**src/decode_pkg.sv**
```systemverilog
// Decode stage definitions
package decode_pkg;

	localparam int thread_numb    = 8;
	localparam int register_width = 32;
	localparam int reg_addr_width = 6;
	localparam int op_code_width  = 8;

	typedef logic [$clog2(thread_numb) - 1 : 0] thread_id_t;
	typedef logic [register_width - 1 : 0]      register_t;
	typedef logic [reg_addr_width - 1 : 0]      reg_addr_t;

	// Architectural registers with a fixed role
	localparam reg_addr_t pc_reg = 6'd63;
	localparam reg_addr_t ra_reg = 6'd62;

	typedef struct packed {
		logic [op_code_width - 1 : 0] opcode;
		logic [23 : 0]                body;
	} instruction_t;

	// All bodies are 24 bits; spare bits sit at the top and are ignored
	typedef struct packed {
		logic [2 : 0] reserved;
		logic [2 : 0] register_selection;
		reg_addr_t    destination;
		reg_addr_t    source0;
		reg_addr_t    source1;
	} rr_body_t;

	typedef struct packed {
		logic         reserved;
		logic [1 : 0] register_selection;
		reg_addr_t    destination;
		reg_addr_t    source0;
		logic [8 : 0] immediate;
	} ri_body_t;

	typedef struct packed {
		logic          reserved;
		logic          register_selection;
		reg_addr_t     destination;
		logic [15 : 0] immediate;
	} mvi_body_t;

	typedef struct packed {
		logic [1 : 0] reserved;
		logic         shared;
		reg_addr_t    base_register;
		reg_addr_t    src_dest_register;
		logic [8 : 0] offset;
	} mem_body_t;

	typedef struct packed {
		reg_addr_t     dest;
		logic [17 : 0] immediate;
	} jump_body_t;

	// Opcode prefixes, compared against the top bits of the opcode
	localparam logic [1 : 0] rr_prefix  = 2'b00;
	localparam logic [1 : 0] mem_prefix = 2'b10;
	localparam logic [2 : 0] ri_prefix  = 3'b010;
	localparam logic [4 : 0] mvi_prefix = 5'b01100;
	localparam logic [4 : 0] jba_prefix = 5'b01110;
	localparam logic [4 : 0] jra_prefix = 5'b01111;

	// ALU operation codes that steer the pipe choice
	localparam logic [5 : 0] op_move     = 6'd32;
	localparam logic [5 : 0] op_sext8    = 6'd41;
	localparam logic [5 : 0] op_sext32   = 6'd43;
	localparam logic [5 : 0] op_crt_mask = 6'd48;
	localparam logic [5 : 0] op_crp_v_32 = 6'd49;

	// Memory operation codes, bit 5 marks a store
	localparam logic [5 : 0] load_v_8    = 6'd7;
	localparam logic [5 : 0] load_v_32_u = 6'd13;
	localparam logic [5 : 0] store_v_8   = 6'd36;
	localparam logic [5 : 0] store_v_64  = 6'd39;

	// Jump codes, bit 2 marks a conditional jump
	localparam logic [2 : 0] jmpsr = 3'd1;
	localparam logic [2 : 0] jret  = 3'd2;

	typedef enum logic [2 : 0] {
		PIPE_INT,
		PIPE_FP,
		PIPE_CRP,
		PIPE_MEM,
		PIPE_SPM,
		PIPE_BRANCH
	} pipe_sel_t;

	typedef enum logic {
		JBA,
		JRA
	} branch_type_t;

	typedef struct packed {
		register_t                    pc;
		thread_id_t                   thread_id;
		logic [op_code_width - 1 : 0] op_code;
		reg_addr_t                    source0;
		reg_addr_t                    source1;
		reg_addr_t                    destination;
		logic                         has_source0;
		logic                         has_source1;
		logic                         has_destination;
		logic                         is_source0_vectorial;
		logic                         is_source1_vectorial;
		logic                         is_destination_vectorial;
		register_t                    immediate;
		logic                         is_source1_immediate;
		logic                         mask_enable;
		pipe_sel_t                    pipe_sel;
		logic                         is_memory_access;
		logic                         is_int;
		logic                         is_fp;
		logic                         is_load;
		logic                         is_movei;
		logic                         is_branch;
		logic                         is_conditional;
		branch_type_t                 branch_type;
	} decoded_instr_t;

endpackage

```
**src/alu_format_decoder.sv**
```systemverilog
// ALU format decoder
`timescale 1ns/100ps

module alu_format_decoder (
	input  decode_pkg::instruction_t   instruction,
	input  decode_pkg::register_t      pc,
	input  decode_pkg::thread_id_t     thread_id,
	output logic                       alu_hit,
	output decode_pkg::decoded_instr_t alu_instr
);

	decode_pkg::rr_body_t  rr_body;
	decode_pkg::ri_body_t  ri_body;
	decode_pkg::mvi_body_t mvi_body;
	logic [5 : 0]          alu_code;
	logic                  is_rr;
	logic                  is_ri;
	logic                  is_mvi;
	logic                  is_int_code;

	assign rr_body  = decode_pkg::rr_body_t'(instruction.body);
	assign ri_body  = decode_pkg::ri_body_t'(instruction.body);
	assign mvi_body = decode_pkg::mvi_body_t'(instruction.body);
	assign alu_code = instruction.opcode[5 : 0];

	assign is_rr   = instruction.opcode[7 : 6] == decode_pkg::rr_prefix;
	assign is_ri   = instruction.opcode[7 : 5] == decode_pkg::ri_prefix;
	assign is_mvi  = instruction.opcode[7 : 3] == decode_pkg::mvi_prefix;
	assign alu_hit = is_rr | is_ri | is_mvi;

	// Integer set: plain integer ops up to move, sign extensions and mask creation
	assign is_int_code = alu_code <= decode_pkg::op_move
		|| (alu_code >= decode_pkg::op_sext8 && alu_code <= decode_pkg::op_sext32)
		|| alu_code == decode_pkg::op_crt_mask;

	always_comb begin
		alu_instr           = '0;
		alu_instr.pc        = pc;
		alu_instr.thread_id = thread_id;

		if (is_rr) begin
			alu_instr.op_code                  = {2'b00, alu_code};
			alu_instr.source0                  = rr_body.source0;
			alu_instr.source1                  = rr_body.source1;
			alu_instr.destination              = rr_body.destination;
			alu_instr.has_source0              = 1'b1;
			alu_instr.has_source1              = 1'b1;
			alu_instr.has_destination          = 1'b1;
			alu_instr.is_source0_vectorial     = rr_body.register_selection[1];
			alu_instr.is_source1_vectorial     = rr_body.register_selection[0];
			alu_instr.is_destination_vectorial = rr_body.register_selection[2];
			alu_instr.mask_enable              = |rr_body.register_selection;

			if (is_int_code) begin
				alu_instr.pipe_sel = decode_pkg::PIPE_INT;
				alu_instr.is_int   = 1'b1;
			end else if (alu_code == decode_pkg::op_crp_v_32) begin
				alu_instr.pipe_sel = decode_pkg::PIPE_CRP;
			end else begin
				alu_instr.pipe_sel = decode_pkg::PIPE_FP;
				alu_instr.is_fp    = 1'b1;
			end

			// Writing the program counter turns the operation into a jump
			alu_instr.is_branch = rr_body.destination == decode_pkg::pc_reg;
		end else if (is_ri) begin
			alu_instr.op_code                  = {3'b000, instruction.opcode[4 : 0]};
			alu_instr.source0                  = ri_body.source0;
			alu_instr.destination              = ri_body.destination;
			alu_instr.has_source0              = 1'b1;
			alu_instr.has_destination          = 1'b1;
			alu_instr.is_source0_vectorial     = ri_body.register_selection[0];
			alu_instr.is_destination_vectorial = ri_body.register_selection[1];
			alu_instr.mask_enable              = |ri_body.register_selection;
			alu_instr.immediate                = {{23{ri_body.immediate[8]}}, ri_body.immediate};
			alu_instr.is_source1_immediate     = 1'b1;
			alu_instr.pipe_sel                 = decode_pkg::PIPE_INT;
			alu_instr.is_int                   = 1'b1;
		end else if (is_mvi) begin
			alu_instr.op_code                  = {5'b00000, instruction.opcode[2 : 0]};
			alu_instr.destination              = mvi_body.destination;
			alu_instr.has_destination          = 1'b1;
			// A vector destination is written under the lane mask
			alu_instr.is_destination_vectorial = mvi_body.register_selection;
			alu_instr.mask_enable              = mvi_body.register_selection;
			alu_instr.immediate                = {{16{mvi_body.immediate[15]}}, mvi_body.immediate};
			alu_instr.is_source1_immediate     = 1'b1;
			alu_instr.pipe_sel                 = decode_pkg::PIPE_INT;
			alu_instr.is_movei                 = 1'b1;
		end
	end

	// The integer and floating-point pipes never share one instruction
	a_int_fp_exclusive: assert final (!(alu_instr.is_int && alu_instr.is_fp))
		else $error("ALU decoder marked an instruction both integer and floating point");

endmodule

```
**src/branch_format_decoder.sv**
```systemverilog
// Jump format decoder
`timescale 1ns/100ps

module branch_format_decoder (
	input  decode_pkg::instruction_t   instruction,
	input  decode_pkg::register_t      pc,
	input  decode_pkg::thread_id_t     thread_id,
	output logic                       branch_hit,
	output decode_pkg::decoded_instr_t branch_instr
);

	decode_pkg::jump_body_t jump_body;
	logic [2 : 0]           jump_code;
	logic                   is_jba;
	logic                   is_jra;
	logic                   is_call;
	logic                   is_return;

	assign jump_body  = decode_pkg::jump_body_t'(instruction.body);
	assign jump_code  = instruction.opcode[2 : 0];
	assign is_jba     = instruction.opcode[7 : 3] == decode_pkg::jba_prefix;
	assign is_jra     = instruction.opcode[7 : 3] == decode_pkg::jra_prefix;
	assign branch_hit = is_jba | is_jra;
	assign is_call    = jump_code == decode_pkg::jmpsr;
	assign is_return  = jump_code == decode_pkg::jret;

	always_comb begin
		branch_instr           = '0;
		branch_instr.pc        = pc;
		branch_instr.thread_id = thread_id;

		if (branch_hit) begin
			branch_instr.op_code   = {5'b00000, jump_code};
			branch_instr.immediate = {{14{jump_body.immediate[17]}}, jump_body.immediate};
			branch_instr.pipe_sel  = decode_pkg::PIPE_BRANCH;
			branch_instr.is_branch = 1'b1;
			branch_instr.branch_type    = is_jba ? decode_pkg::JBA : decode_pkg::JRA;
			branch_instr.is_conditional = is_jba & jump_code[2];

			// Relative jumps always add the immediate to the program counter
			branch_instr.is_source1_immediate = is_jra;

			if (is_call) begin
				// The link value is computed on the integer side from the pc
				branch_instr.destination     = decode_pkg::ra_reg;
				branch_instr.has_destination = 1'b1;
				branch_instr.is_int          = 1'b1;
				branch_instr.has_source0     = 1'b1;
				if (is_jba) begin
					branch_instr.source0     = jump_body.dest;
					branch_instr.source1     = decode_pkg::pc_reg;
					branch_instr.has_source1 = 1'b1;
				end else begin
					branch_instr.source0 = decode_pkg::pc_reg;
				end
			end else if (is_return) begin
				branch_instr.source0     = decode_pkg::ra_reg;
				branch_instr.has_source0 = 1'b1;
			end else if (is_jba) begin
				// Source0 holds the condition or the base, source1 the target register
				branch_instr.source0              = jump_body.dest;
				branch_instr.source1              = jump_body.dest;
				branch_instr.has_source0          = 1'b1;
				branch_instr.has_source1          = 1'b1;
				branch_instr.is_source1_immediate = 1'b1;
			end
		end
	end

	// A return only reads the link register
	a_return_no_dest: assert final (!(branch_hit && is_return && branch_instr.has_destination))
		else $error("Jump decoder gave a return a destination register");

endmodule

```
**src/decode_output_stage.sv**
```systemverilog
// Decode output register
`timescale 1ns/100ps

module decode_output_stage (
	input  logic                                 clk,
	input  logic                                 reset,
	input  logic                                 enable,
	input  logic                                 if_valid,
	input  decode_pkg::thread_id_t               if_thread_id,
	input  logic [decode_pkg::thread_numb - 1 : 0] rollback_valid,
	input  logic                                 alu_hit,
	input  logic                                 mem_hit,
	input  logic                                 branch_hit,
	input  decode_pkg::decoded_instr_t           alu_instr,
	input  decode_pkg::decoded_instr_t           mem_instr,
	input  decode_pkg::decoded_instr_t           branch_instr,
	output logic                                 dec_valid,
	output decode_pkg::decoded_instr_t           dec_instr
);

	decode_pkg::decoded_instr_t selected_instr;
	logic                       any_hit;
	logic                       is_rollback;

	assign any_hit     = alu_hit | mem_hit | branch_hit;
	assign is_rollback = rollback_valid[if_thread_id];

	// An unknown opcode leaves the record all zeros
	always_comb begin
		if (alu_hit)
			selected_instr = alu_instr;
		else if (mem_hit)
			selected_instr = mem_instr;
		else if (branch_hit)
			selected_instr = branch_instr;
		else
			selected_instr = '0;
	end

	// Low enable holds both outputs while the fetch side keeps its inputs
	always_ff @(posedge clk, posedge reset) begin
		if (reset) begin
			dec_valid <= 1'b0;
			dec_instr <= '0;
		end else if (enable) begin
			dec_valid <= if_valid & ~is_rollback & any_hit;
			dec_instr <= selected_instr;
		end
	end

	// The decoders test disjoint opcode prefixes
	a_hits_onehot: assert property (
		@(posedge clk) disable iff (reset) $onehot0({alu_hit, mem_hit, branch_hit})
	) else $error("More than one decoder claimed the instruction");

	// After reset, valid stays low across every stalled edge until one accepts
	a_no_valid_before_accept: assert property (
		@(posedge clk) (reset || !dec_valid) && !enable |=> !dec_valid
	) else $error("dec_valid rose without an accepting edge");

endmodule

```
**src/decode_top.sv**
```systemverilog
// Instruction decode stage
`timescale 1ns/100ps

module decode_top (
	input  logic                                 clk,
	input  logic                                 reset,
	input  logic                                 enable,
	input  logic                                 if_valid,
	input  decode_pkg::thread_id_t               if_thread_id,
	input  decode_pkg::register_t                if_pc,
	input  decode_pkg::instruction_t             if_instruction,
	input  logic [decode_pkg::thread_numb - 1 : 0] rollback_valid,
	output logic                                 dec_valid,
	output decode_pkg::decoded_instr_t           dec_instr
);

	logic                       alu_hit;
	logic                       mem_hit;
	logic                       branch_hit;
	decode_pkg::decoded_instr_t alu_instr;
	decode_pkg::decoded_instr_t mem_instr;
	decode_pkg::decoded_instr_t branch_instr;

	alu_format_decoder alu_dec_i (
		.instruction (if_instruction),
		.pc          (if_pc),
		.thread_id   (if_thread_id),
		.alu_hit     (alu_hit),
		.alu_instr   (alu_instr)
	);

	mem_format_decoder mem_dec_i (
		.instruction (if_instruction),
		.pc          (if_pc),
		.thread_id   (if_thread_id),
		.mem_hit     (mem_hit),
		.mem_instr   (mem_instr)
	);

	branch_format_decoder branch_dec_i (
		.instruction  (if_instruction),
		.pc           (if_pc),
		.thread_id    (if_thread_id),
		.branch_hit   (branch_hit),
		.branch_instr (branch_instr)
	);

	decode_output_stage output_stage_i (
		.clk            (clk),
		.reset          (reset),
		.enable         (enable),
		.if_valid       (if_valid),
		.if_thread_id   (if_thread_id),
		.rollback_valid (rollback_valid),
		.alu_hit        (alu_hit),
		.mem_hit        (mem_hit),
		.branch_hit     (branch_hit),
		.alu_instr      (alu_instr),
		.mem_instr      (mem_instr),
		.branch_instr   (branch_instr),
		.dec_valid      (dec_valid),
		.dec_instr      (dec_instr)
	);

endmodule

```
**src/mem_format_decoder.sv**
```systemverilog
// Memory format decoder
`timescale 1ns/100ps

module mem_format_decoder (
	input  decode_pkg::instruction_t   instruction,
	input  decode_pkg::register_t      pc,
	input  decode_pkg::thread_id_t     thread_id,
	output logic                       mem_hit,
	output decode_pkg::decoded_instr_t mem_instr
);

	decode_pkg::mem_body_t mem_body;
	logic [5 : 0]          mem_code;
	logic                  is_store;
	logic                  is_vector;

	assign mem_body = decode_pkg::mem_body_t'(instruction.body);
	assign mem_code = instruction.opcode[5 : 0];
	assign mem_hit  = instruction.opcode[7 : 6] == decode_pkg::mem_prefix;
	assign is_store = mem_code[5];

	// Vector loads and stores each occupy a contiguous code range
	assign is_vector =
		(mem_code >= decode_pkg::load_v_8 && mem_code <= decode_pkg::load_v_32_u)
		|| (mem_code >= decode_pkg::store_v_8 && mem_code <= decode_pkg::store_v_64);

	always_comb begin
		mem_instr           = '0;
		mem_instr.pc        = pc;
		mem_instr.thread_id = thread_id;

		if (mem_hit) begin
			mem_instr.op_code     = {2'b00, mem_code};
			mem_instr.source0     = mem_body.base_register;
			mem_instr.source1     = mem_body.src_dest_register;
			mem_instr.destination = mem_body.src_dest_register;

			// A store reads its data through source1 and writes no register
			mem_instr.has_source0     = 1'b1;
			mem_instr.has_source1     = 1'b1;
			mem_instr.has_destination = !is_store;
			mem_instr.is_load         = !is_store;

			mem_instr.is_source1_vectorial     = is_vector;
			mem_instr.is_destination_vectorial = is_vector;
			mem_instr.mask_enable              = is_vector;

			// Source1 carries store data, so the offset travels only in the immediate
			mem_instr.immediate            = {{23{mem_body.offset[8]}}, mem_body.offset};
			mem_instr.is_source1_immediate = 1'b0;
			mem_instr.is_memory_access     = 1'b1;

			if (mem_body.shared)
				mem_instr.pipe_sel = decode_pkg::PIPE_SPM;
			else
				mem_instr.pipe_sel = decode_pkg::PIPE_MEM;
		end
	end

	a_load_has_dest: assert final (!(mem_hit && mem_instr.is_load && !mem_instr.has_destination))
		else $error("Memory decoder produced a load without a destination");

endmodule

```
**config.mk**
```make
export PLATFORM = sky130hd
export DESIGN_NAME = decode_top
export DESIGN_NICKNAME = d
export VERILOG_FILES = /design/src/decode_pkg.sv /design/src/alu_format_decoder.sv /design/src/branch_format_decoder.sv /design/src/decode_output_stage.sv /design/src/decode_top.sv /design/src/mem_format_decoder.sv
export SDC_FILE = /design/constraint.sdc
export NUM_CORES = 1
export LEC_CHECK = 0
export BUFFER_PORTS_ARGS = -buffer_cell sky130_fd_sc_hd__buf_4
export CAP_MARGIN = 10
export CORE_MARGIN = 3
export CORE_UTILIZATION = 25
export DETAILED_ROUTE_END_ITERATION = 10
export SYNTH_ARGS = -nofsm -noshare
export SYNTH_HDL_FRONTEND = slang
export SYNTH_HIERARCHICAL = 1
export SYNTH_SLANG_ARGS = --single-unit
```
**constraint.sdc**
```tcl
create_clock -name clk -period 8.9 [get_ports clk]
set_input_delay 1.78 -clock clk [delete_from_list [all_inputs] [get_ports clk]]
set_output_delay 1.78 -clock clk [all_outputs]
set_load 0.005 [all_outputs]
```
## Word level (Yosys, flattened, before mapping)

Index checks and enable logic that the tools add are counted.

- Flip-flop bits (word level): 113
- Bits of input ports: 79
- Output and inout port bits: 113
- Logic and storage cells: 115

- Magnitude comparators: 8
- Eq/ne operators: 10
- Multiplexer cells: 53
- Bitwise logic cells: 9
- Reduce and logical (&&, ||, !) cells: 10

Operators with widths:

| kind | count |
|---|---|
| two-way mux 112 bit | 3 |
| two-way mux 38 bit | 2 |
| two-way mux 6 bit | 9 |
| two-way mux 33 bit | 1 |
| two-way mux 1 bit | 24 |
| two-way mux 12 bit | 2 |
| equality test 6 bit, second input constant | 3 |
| <= comparator 6 bit, second input constant | 3 |
| equality test 5 x 4 -> 1 bit, second input constant | 3 |
| two-way mux 14 bit | 1 |
| >= comparator 6 bit, second input constant | 2 |
| two-way mux 2 bit | 5 |
| two-way mux 7 bit | 1 |
| equality test 3 x 2 -> 1 bit, second input constant | 2 |
| >= comparator 6 x 3 -> 1 bit, second input constant | 1 |
| <= comparator 6 x 4 -> 1 bit, second input constant | 1 |
| two-way mux 3 bit | 2 |
| two-way mux 5 bit | 1 |
| bitwise OR 1 bit | 5 |
| less-than comparator 3 x 4 -> 1 bit, second input constant | 1 |
| two-way mux 4 bit | 1 |
| bitwise AND 1 bit | 3 |
| binary-select mux 1 bit (select 3 bit) | 1 |
| equality test 3 x 1 -> 1 bit, second input constant | 1 |
| 8 further kinds | 12 |

## Longest topological paths before layout

Gate-level depths: netlist of run 1.

- Word-level depth: 7
- Depth in mapped cells: 9
- Depth with buffers taken out: 6

## Hierarchy

The synthesis of run 1 kept the hierarchy.

By module, submodules not included:

| module | times used | cells each | area each (um^2) | seq. area each (um^2) |
|---|---|---|---|---|
| decode_output_stage | 1 | 648 | 7035.5 | 2827.7 |
| alu_format_decoder | 1 | 152 | 1072.3 | 0.0 |
| branch_format_decoder | 1 | 151 | 994.7 | 0.0 |
| mem_format_decoder | 1 | 122 | 865.8 | 0.0 |

## Worst setup path before layout of run 1

OpenSTA, ideal clock, no wires.

- Path type: in2reg
- Start: input if_instruction[31] (netlist bit)
- End: register, netlist name output_stage_i/dec_instr[29]
- Setup time: 0.095 ns
- Arrival time: 3.501 ns
- Required time: 8.805 ns
- Slack: 5.303 ns
- Cell stages on the path: 8
- Buffers on the path: 3
- Cell sequence: buf_4 -> nor3b_4 -> buf_6 -> nor2_1 -> nor2_1 -> buf_4 -> nor2_1 -> o31ai_1

RTL lines:

| element | RTL line | text |
|---|---|---|
| start, declared | decode_top.sv:11 | `input decode_pkg::instruction_t if_instruction,` |

## Final worst setup path of run 1

- Start: input if_instruction[29] (netlist bit)
- End: register, netlist name output_stage_i/dec_instr[17]

- Cells in the longest elaborated chain, start to end: 5
- Elaborated cells between the ends (all ways): 13
- Those cells by class: 4 x eq/ne; 6 x mux; 3 x bitwise

RTL lines:

| element | RTL line | text |
|---|---|---|
| equality test 5 x 4 -> 1 bit, on equally long branches | branch_format_decoder.sv:21, branch_format_decoder.sv:22 |  |
| bitwise OR 1 bit * | branch_format_decoder.sv:23 | `assign branch_hit = is_jba \| is_jra;` |
| named net branch_hit | decode_top.sv:19 | `logic branch_hit;` |
| two-way mux 112 bit * | decode_output_stage.sv:34 | `else if (branch_hit)` |
| two-way mux 112 bit * | decode_output_stage.sv:32 | `else if (mem_hit)` |
| two-way mux 112 bit * | decode_output_stage.sv:30 | `if (alu_hit)` |

Mark *: on every way through the listed nets, which the timed path passes. The rest lies on a longest branch.
A chain may end at the register's enable or synchronous reset.

==> results of run 1 <==
[area by class of cell]
cell class	instances	area (sq um)	area share, %
inverter	7	47.5	0.440
clock inverter	13	185	1.71
tap	518	648	6.00
timing repair buffer	200	1520	14.1
clock buffer	19	453	4.19
sequential	113	2830	26.2
multi-input combinational	678	5120	47.4
[kinds of logic (layout without fill, tap and decap cells)]
kind of cell	after synthesis	count (layout)
and+or+nand+nor	363	363
buffers and inverters	311	239
AOI/OAI and AO/OA	277	277
DFF	113	113
muxes	5	5
other	3	32
xor gates and xnor gates	1	1
[metal layers]
layer / vias to the layer above / part of all wire, % / GRT usage, %
met5: - / 0 / 0
met4: 0 / 0.89 / 2.98
met3: 14 / 5.4 / 2.97
met2: 207 / 48 / 22.5
met1: 3708 / 46 / 19.7
li1: 3498 / - / -
[flip-flops by register name (all words and copies together), names as in the netlist]
register	count
output_stage_i/dec_instr	112
output_stage_i/dec_valid	1
[worst max-delay path, delay by kind of cell]
kind	cells	cell delay (ps)
AOI/OAI and AO/OA	2	490
buffers and inverters	3	1530
and+or+nand+nor	2	460
[worst paths after layout]
path / startpoint / end / slack [ps] / cells past startpoint
max: if_instruction[29] / output_stage_i/dec_instr[17] / 4870 / 7
min: output_stage_i/dec_instr[38] / output_stage_i/dec_instr[38] / 490 / 2
max reg2reg: output_stage_i/dec_instr[68] / output_stage_i/dec_instr[68] / 8130 / 2
min reg2reg: output_stage_i/dec_instr[38] / output_stage_i/dec_instr[38] / 490 / 2
max in group asynchronous: reset / output_stage_i/dec_instr[13] / 6130 / 3
min in group asynchronous: reset / output_stage_i/dec_instr[88] / 1410 / 2
[power by group]
part | internal, mW | switching [mW] | leakage [nW]
logic | 0.191 | 0.238 | 2.97
clock network | 0.484 | 0.285 | 0.309
registers | 0.569 | 0.0332 | 1.45
total | 1.24 | 0.556 | 4.73
[stage by stage]
| step | util [%] | instances | area (sq um) | power [mW] |
|---|---|---|---|---|
| floorplan | - | 1102 | 10100 | 0.906 |
| global placement | 26.0 | 1515 | 10100 | 1.04 |
| detailed placement | 26.0 | 1515 | 10100 | 1.05 |
| CTS | 27.7 | 1547 | 10800 | 1.83 |
| global route | 27.7 | 1548 | 10800 | 1.89 |
| finish | 27.7 | 1548 | 10800 | 1.80 |
[cells in the final DEF, fill, tap and decap left out, drive strengths merged, types with 2 or more instances in the layout]
cell	netlist	routed
nor2	134	134
o21a	2	2
bufinv	0	4
dfrtp	113	113
or2	2	2
o31ai	111	111
conb	3	32
a221oi	111	111
a21o	8	8
a31oi	2	2
nand2	121	121
and3	12	12
buf	273	200
inv	6	6
clkbuf	31	19
mux2i	4	4
nor2b	5	5
nand2b	8	8
and2	65	65
clkinvlp	0	2
o21ai	9	9
clkinv	1	8
nand3b	3	3
a21oi	15	15
a22o	13	13
nor3b	2	2
==> flow_metrics.py, run 1 <==
metrics = {
    "outcome": {
        "outcome": "complete, no violations",
    },
    "sta": {
        "setup_ws_ps": 4870,
        "setup_viol": 0,
        "hold_violations": 0,
        "holdWs_ps": 488,
        "slew_violations": 0,
        "rsz0062_at_grt": "no",
        "finalSetupTns_ps": 0,
        "worstMarginPinSlew_ps": 1240,
        "clock_skew_ps": 0,
        "fmax_ghz": 0.248,
        "period_needed_ps": 4030,
        "relSlewSlack_pct": 17.4,
        "layout_worst_path_cycle_share_pct": 45.2,
    },
    "floorplanning": {
        "fp.dieW_um": 206,
        "initial_core_util_pct": 25.6,
        "rows": 72,
        "dieHeight_um": 206,
        "boundaryPins": 192,
        "die_area_sq_um": 42300,
        "core_area_sq_um": 39000,
    },
    "critical_path": {
        "crit_path_top_delay_cell": "buf_4",
        "max_stage_delay_ps": 900,
        "crit_path_end_kind": "flip-flop",
        "startpoint_type": "input port",
        "crit_path_max_fanout": 71,
        "cp.arrival_ps": 4340,
        "cp_cell_sequence": "buf_4, nand4b_4, clkinv_2, nor2b_4, buf_4, a221oi_1, o31ai_1",
        "worst-setup-path-type": "input port to flip-flop",
        "worstPathRequired_ps": 9220,
        "critPathMostFrequentCell": "buf_4",
    },
    "routing": {
        "num_vias": 7427,
        "firstDrtPassIters": 5,
        "via_per_inst": 4.80,
        "wirelength_um": 29900,
        "wl_per_cell_um": 19.3,
        "ant_nets": 0,
        "dr.first_iter.drc_count": 659,
        "drc": 0,
    },
    "logic_synthesis": {
        "syn_area_sq_um": 9970,
        "synth-seq-cells": 113,
        "synth-xor-area-share_pct": 0.0879,
        "yosysTopAreaCellShare_pct": 28.4,
        "synth_top_family_by_area": "compound AO/OA/AOI/OAI gates",
        "synth_adder_area_share_pct": 0,
        "synth_edf_count": 0,
        "synthTopCellsByCount": "buf_4, nor2_1, nand2_1",
        "yosysMostFrequentCell": "buf_4",
        "avgSynthCellArea_sq_um": 9.29,
        "yosys_most_used_dff": "dfrtp_1",
        "synthesis.instances": 1073,
        "synthMuxAreaShare_pct": 0.628,
        "synthSimpleGateAreaFrac_pct": 17.2,
        "ys_seq_area_share_pct": 28.4,
        "synth_area_leaders": "dfrtp_1, buf_4, a221oi_2, o31ai_2, nor2_1",
        "synth_cell_types": 56,
        "synth_warnings": 6,
        "synth_compound_area_share_pct": 32.1,
        "synthArstFlopShare_pct": 100,
        "post-synth-top-area-cell": "dfrtp_1",
    },
    "power_and_ir_drop": {
        "p_per_area_nw_per_um2": 167,
        "p_leak_nw": 4.73,
        "ir_drop_v": 0.000121,
    },
    "grt": {
        "grt_max_degree": 152,
        "grt_pass1_wl_um": 46000,
        "antenna_found_initial": 1,
        "grt_pass1_vias": 7190,
        "track_usage_pct": 14.1,
        "grt_overflow": 0,
    },
    "cells_and_area": {
        "antennaDiodeCount": 0,
        "drive_gt1_share_pct": 41.6,
        "area_delta_synth_final_pct": 8.33,
        "nFillCells": 4177,
        "final_nets": 1096,
    },
    "clock_tree": {
        "numClockSinks": 113,
        "h-tree-depth": 4,
        "clk_latency_ps": 430,
        "cts_buffer_depth": 2,
        "cts_inserted_buffers": 17,
        "post_cts.repair.setup_buffers": 0,
        "post_cts_resized": 0,
        "cts_hold_buf": 0,
        "clkTransAtPathRegs_ps": 50,
        "cts_root_buf": "clkbuf_16",
        "tritoncts": "built",
    },
    "placement": {
        "io_buffers": 191,
        "hpwl_um": 19500,
        "pre_cts_slack_ps": 4440,
        "gp_congestion": 0.770,
    },
    "min_path": {
        "min_path_type": "flip-flop to flip-flop",
    },
    "flow_run": {
        "cap_violations": 0,
    },
}
No activity file was read; power rests on OpenSTA's default activity.
==> inputs of run 2 (changes only) <==
==> constraint.sdc (replaced) <==
create_clock -name clk -period 4.15 [get_ports clk]
set_input_delay 0.83 -clock clk [delete_from_list [all_inputs] [get_ports clk]]
set_output_delay 0.83 -clock clk [all_outputs]
set_load 0.005 [all_outputs]
==> run 2 against run 1 <==
  * Critical path depth unchanged
  * Routed wire length decreased by 0.52%
  * Sequential cell count is the same
  * Setup slack got worse by 3200 ps
  * Total power rose by 110%
  * Largest cell class unchanged
==> flow_metrics.py, run 2 (same netlist as run 1, synthesis figures left out) <==
metrics = {
    "cells_and_area": {
        "multiInputGateArea_sq_um": 5120,
        "reg_top3": "output_stage_i/dec_instr (112), output_stage_i/dec_valid (1)",
        "regArea_sq_um": 2830,
        "drive_gt1_share_pct": 42.0,
        "largest-register": "output_stage_i/dec_instr",
        "final_cell_mix": "buf_4, nor2_1, nand2_1",
        "final_nets": 1107,
        "largest_register_ffs": 112,
        "final_common_cell": "buf_4",
        "nFillCells": 4090,
        "area_delta_synth_final_pct": 8.96,
        "finalInstanceArea_sq_um": 10900,
    },
    "floorplanning": {
        "core_area_sq_um": 39000,
        "initial_core_util_pct": 25.6,
        "rows": 72,
        "boundaryPins": 192,
        "dieHeight_um": 206,
        "fp.dieW_um": 206,
        "die_area_sq_um": 42300,
    },
    "routing": {
        "dr.first_iter.drc_count": 602,
        "wirelength_um": 29800,
        "firstDrtPassIters": 5,
        "drc": 0,
        "wl_per_cell_um": 19.1,
        "via_per_inst": 4.79,
        "num_vias": 7465,
        "ant_nets": 0,
    },
    "sta": {
        "finalSetupTns_ps": 0,
        "relSlewSlack_pct": 26.7,
        "period_needed_ps": 2480,
        "rsz0062_at_grt": "no",
        "clock_skew_ps": 0,
        "worstMarginPinSlew_ps": 1100,
        "fmax_ghz": 0.403,
        "setup_ws_ps": 1670,
        "slew_violations": 0,
        "layout_worst_path_cycle_share_pct": 59.8,
        "setup_viol": 0,
        "hold_violations": 0,
        "holdWs_ps": 485,
    },
    "critical_path": {
        "worst-path-stages": 7,
        "cp_cell_sequence": "buf_4, nand2b_4, inv_6, buf_4, and2_1, a221oi_2, o31ai_2",
        "crit_start": "if_instruction[30]",
        "max_stage_delay_ps": 520,
        "crit_path_top_delay_cell": "buf_4",
        "crit_path_end": "output_stage_i/dec_instr[57]",
        "rr_endpoint": "output_stage_i/dec_instr[44]",
        "r2r_cells": 2,
        "worstPathRequired_ps": 4480,
        "critPathMostFrequentCell": "buf_4",
        "crit_path_end_kind": "flip-flop",
        "rrSetupSlack_ps": 3380,
        "crit_path_max_fanout": 65,
        "crit_family": "buffers and inverters",
        "cp.arrival_ps": 2820,
        "worst-setup-path-type": "input port to flip-flop",
        "timing.critical_path.buf_inv": 3,
        "startpoint_type": "input port",
        "rr_startpoint": "output_stage_i/dec_instr[44]",
    },
    "placement": {
        "gp_congestion": 0.796,
        "io_buffers": 191,
        "hpwl_um": 20600,
        "post_dp_cell_area_sq_um": 10300,
        "pre_cts_slack_ps": 1260,
    },
    "clock_tree": {
        "post_cts.repair.setup_buffers": 0,
        "numClockSinks": 113,
        "tritoncts": "built",
        "cts_buffer_depth": 2,
        "clk_latency_ps": 430,
        "cts_inserted_buffers": 17,
        "post_cts_resized": 0,
        "cts_hold_buf": 0,
        "clkTransAtPathRegs_ps": 60,
        "cts_root_buf": "clkbuf_16",
        "h-tree-depth": 4,
    },
    "outcome": {
        "outcome": "complete, no violations",
    },
    "power_and_ir_drop": {
        "p_leak_nw": 4.76,
        "ir_drop_v": 0.000224,
        "p_per_area_nw_per_um2": 343,
    },
    "grt": {
        "grt_pass1_wl_um": 45700,
        "track_usage_pct": 14.1,
        "grt_max_degree": 119,
        "grt_overflow": 0,
        "grt_pass1_vias": 7220,
        "antenna_found_initial": 2,
    },
    "flow_run": {
        "cap_violations": 0,
    },
    "min_path": {
        "min_path_type": "flip-flop to flip-flop",
    },
}
## run 2: cell types whose count changed in the layout (fill, tap and decap cells not counted), moves of 2 or more
cell / previous run / this run
buf_4: 198 / 207
bufinv_16: 4 / 2
buf_12: 1 / 4
clkbuf_1: 0 / 2
clkinvlp_4: 2 / 4
## run 2: power breakdown
part / switching, mW / leakage, nW / internal (mW)
combinational: 0.508 / 3.04 / 0.418
clock: 0.595 / 0.273 / 0.901
sequential: 0.0801 / 1.45 / 1.22
## run 2: worst min path at each step
stage / from / to / slack [ps] / depth (start not counted)
after CTS: output_stage_i/dec_instr[40] / output_stage_i/dec_instr[40] / 490 / 2
after global routing: output_stage_i/dec_instr[110] / output_stage_i/dec_instr[110] / 500 / 2
after floorplan: output_stage_i/dec_instr[110] / output_stage_i/dec_instr[110] / 480 / 2
after detailed placement: output_stage_i/dec_instr[40] / output_stage_i/dec_instr[40] / 470 / 2
after global placement: output_stage_i/dec_instr[110] / output_stage_i/dec_instr[110] / 470 / 2
final: output_stage_i/dec_instr[20] / output_stage_i/dec_instr[20] / 490 / 2
## run 2: through the flow
stage | utilization, % | cells | power (mW)
floorplan | - | 1102 | 1.94
global placement | 26.3 | 1527 | 2.24
detailed placement | 26.3 | 1527 | 2.26
CTS | 27.8 | 1559 | 3.80
global route | 27.8 | 1560 | 3.94
finish | 27.8 | 1560 | 3.72
## run 2: layout make-up
type,count,area share [%]
clock buffers,20,4.11
inverters,7,0.438
diodes,1,0.0230
multi-input cells,678,47.1
repair buffers,211,15.0
clock inverters,12,1.24
well taps,518,5.97
flip-flops and latches,113,26.0
## run 2: worst register-to-register path: cells and delay by family (launching register included)
family | cells | cell delay (ps)
AND/OR/NAND/NOR | 1 | 110
flip-flops | 1 | 440
AO/OA/AOI/OAI | 1 | 80
## run 2: metal layers
layer	vias to the layer above	global-route usage, %	share of wire [%]
li1	3520	-	-
met1	3700	19.8	47
met2	228	22.0	47
met3	17	2.94	5.4
met4	0	3.51	1.1
met5	-	0	0
==> inputs of run 3 (changes only) <==
--- a/config.mk
+++ b/config.mk
@@ -5,6 +5,7 @@
 export SDC_FILE = /design/constraint.sdc
 export NUM_CORES = 1
 export LEC_CHECK = 0
+export ABC_AREA = 1
 export BUFFER_PORTS_ARGS = -buffer_cell sky130_fd_sc_hd__buf_4
 export CAP_MARGIN = 10
 export CORE_MARGIN = 3
==> constraint.sdc (replaced) <==
create_clock -name clk -period 2 [get_ports clk]
set_input_delay 0.4 -clock clk [delete_from_list [all_inputs] [get_ports clk]]
set_output_delay 0.4 -clock clk [all_outputs]
set_load 0.005 [all_outputs]
==> run 3 against run 2 <==
  * Clock power rose by 120%
  * Clock-buffer cell count up 1
  * Sequential power increased by 100%
  * Hold slack worse by 200 ps
  * Combinational power up 86%
  * Critical endpoint is now output_stage_i/dec_instr[50]
  * Global-route usage up 0.94 points
  * Largest power group unchanged
==> flow_metrics.py, run 3 <==
metrics = {
    "critical_path": {
        "critPathMostFrequentCell": "buf_4",
        "r2r_cells": 2,
        "worstPathRequired_ps": 2350,
        "crit_path_max_fanout": 21,
        "crit_path_top_delay_cell": "buf_4",
        "max_stage_delay_ps": 280,
        "cp_cell_sequence": "buf_4, inv_1, nand3_4, clkinv_4, nor2_8, nand2_4, inv_4, buf_4, nand2_1, a21oi_1",
        "crit_path_end_kind": "flip-flop",
        "worst-setup-path-type": "input port to flip-flop",
        "cp.arrival_ps": 1800,
        "startpoint_type": "input port",
    },
    "grt": {
        "grt_pass1_vias": 8364,
        "grt_max_degree": 70,
        "grt_overflow": 0,
        "track_usage_pct": 15.0,
        "antenna_found_initial": 1,
        "grt_pass1_wl_um": 49300,
    },
    "sta": {
        "setup_viol": 0,
        "fmax_ghz": 0.690,
        "setup_ws_ps": 550,
        "rsz0062_at_grt": "no",
        "layout_worst_path_cycle_share_pct": 72.5,
        "holdWs_ps": 285,
        "clock_skew_ps": 0,
        "slew_violations": 0,
        "period_needed_ps": 1450,
        "hold_violations": 0,
        "finalSetupTns_ps": 0,
    },
    "power_and_ir_drop": {
        "p_leak_nw": 5.05,
        "p_per_area_nw_per_um2": 691,
        "swShare_pct": 30.3,
        "intPower_mw": 5.36,
        "seqPwrFrac_pct": 34.4,
        "pwr-share-comb_pct": 22.3,
        "net-switching-power_mw": 2.33,
        "ir_drop_v": 0.000553,
        "pwr-share-clk_pct": 43.3,
    },
    "clock_tree": {
        "numClockSinks": 113,
        "cts_root_buf": "clkbuf_16",
        "cts_inserted_buffers": 17,
        "post_cts_resized": 0,
        "clk_latency_ps": 420,
        "clkTransAtPathRegs_ps": 60,
        "tritoncts": "built",
        "cts_hold_buf": 1,
        "cts_buffer_depth": 2,
        "h-tree-depth": 4,
        "post_cts.repair.setup_buffers": 0,
    },
    "routing": {
        "dr.first_iter.drc_count": 751,
        "via_per_inst": 4.48,
        "wl_per_cell_um": 15.8,
        "drc": 0,
        "wirelength_um": 32400,
        "firstDrtPassIters": 5,
        "ant_nets": 0,
        "num_vias": 9164,
    },
    "outcome": {
        "outcome": "complete, no violations",
    },
    "floorplanning": {
        "core_area_sq_um": 38900,
        "die_area_sq_um": 42100,
        "dieHeight_um": 205,
        "boundaryPins": 192,
        "rows": 72,
        "initial_core_util_pct": 25.5,
        "fp.dieW_um": 205,
    },
    "logic_synthesis": {
        "synth_area_leaders": "dfrtp_1, buf_4, nand2_1, a21oi_1, nor2_1",
        "synth_cell_types": 33,
        "syn_area_sq_um": 9930,
        "synth_edf_count": 0,
        "synthArstFlopShare_pct": 100,
        "synthesis.instances": 1544,
        "synthTopCellsByCount": "nand2_1, a21oi_1, buf_4",
        "ys_seq_area_share_pct": 28.5,
        "synth_warnings": 6,
        "synth-seq-cells": 113,
        "yosysMostFrequentCell": "nand2_1",
        "avgSynthCellArea_sq_um": 6.43,
        "post-synth-top-area-cell": "dfrtp_1",
        "yosys_most_used_dff": "dfrtp_1",
        "yosysTopAreaCellShare_pct": 28.5,
    },
    "min_path": {
        "hold_depth": 3,
        "min_path_type": "input port to flip-flop",
    },
    "placement": {
        "gp_congestion": 0.873,
        "hpwl_um": 22500,
        "io_buffers": 191,
        "post_dp_cell_area_sq_um": 10500,
        "pre_cts_slack_ps": 126,
    },
    "cells_and_area": {
        "final_nets": 1594,
        "finalInstanceArea_sq_um": 11100,
        "drive_gt1_share_pct": 21.1,
        "reg_top3": "output_stage_i/dec_instr (112), output_stage_i/dec_valid (1)",
        "antennaDiodeCount": 0,
        "largest-register": "output_stage_i/dec_instr",
        "final_common_cell": "nand2_1",
        "postLayoutCoreUtil_pct": 28.6,
        "final_cell_mix": "nand2_1, a21oi_1, buf_4",
        "area_delta_synth_final_pct": 12.1,
        "largest_register_ffs": 112,
    },
    "flow_run": {
        "cap_violations": 0,
    },
}
run 3: worst paths after layout:
check                                                  start                      endpoint  slack, ps
worst max register to register  output_stage_i/dec_instr[68]  output_stage_i/dec_instr[68]       1290
max in group asynchronous                              reset  output_stage_i/dec_instr[62]        840
worst min-delay path                                if_pc[1]  output_stage_i/dec_instr[81]        290
worst min register to register      output_stage_i/dec_valid      output_stage_i/dec_valid        490
worst max-delay path                      if_instruction[29]  output_stage_i/dec_instr[50]        550
min in group asynchronous                              reset  output_stage_i/dec_instr[93]        470
run 3: stage by stage:
step	total power, mW	std cells
finish	7.69	2046
global route	8.14	2046
CTS	7.83	2046
detailed placement	4.41	2013
global placement	4.40	2013
floorplan	3.76	1573
run 3: cells by family (layout without fill, tap and decap cells):
logic type | count (synthesis) | after routing | share of synthesized area [%]
buffers and inverters | 425 | 380 | 26.2
and+or+nand+nor | 636 | 636 | 26.4
AOI/OAI and AO/OA | 367 | 367 | 18.8
DFF | 113 | 113 | 28.5
other | 3 | 32 | 0.113
run 3: area by class of cell:
cell class	instances	area, sq um
sequential	113	2830
multi-input combinational	1035	4610
clock inverter	11	160
fill	4286	27800
timing repair buffer	234	1970
tap	518	648
inverter	114	447
clock buffer	21	460
run 3: power by group through the flow:
stage,combinational [mW],clock [mW],sequential [mW]
2_1_floorplan,1.08,0,2.68
3_3_place_gp,1.71,0,2.68
3_5_place_dp,1.73,0,2.69
4_1_cts,1.74,3.44,2.65
5_1_grt,1.91,3.56,2.67
6_report,1.72,3.33,2.65
run 3: worst max-delay path: cells and delay by family:
kind	cells	cell delay, ps
AOI/OAI and AO/OA	1	140
buffers and inverters	5	790
and+or+nand+nor	4	440
run 3: per-layer routing:
metal / wire [um] / track usage, % / vias up
met2: 14300 / 22.8 / 342
met1: 14900 / 20.9 / 4227
met4: 441 / 3.91 / 2
li1: - / - / 4569
met3: 2820 / 4.41 / 24
met5: 20 / 0 / -
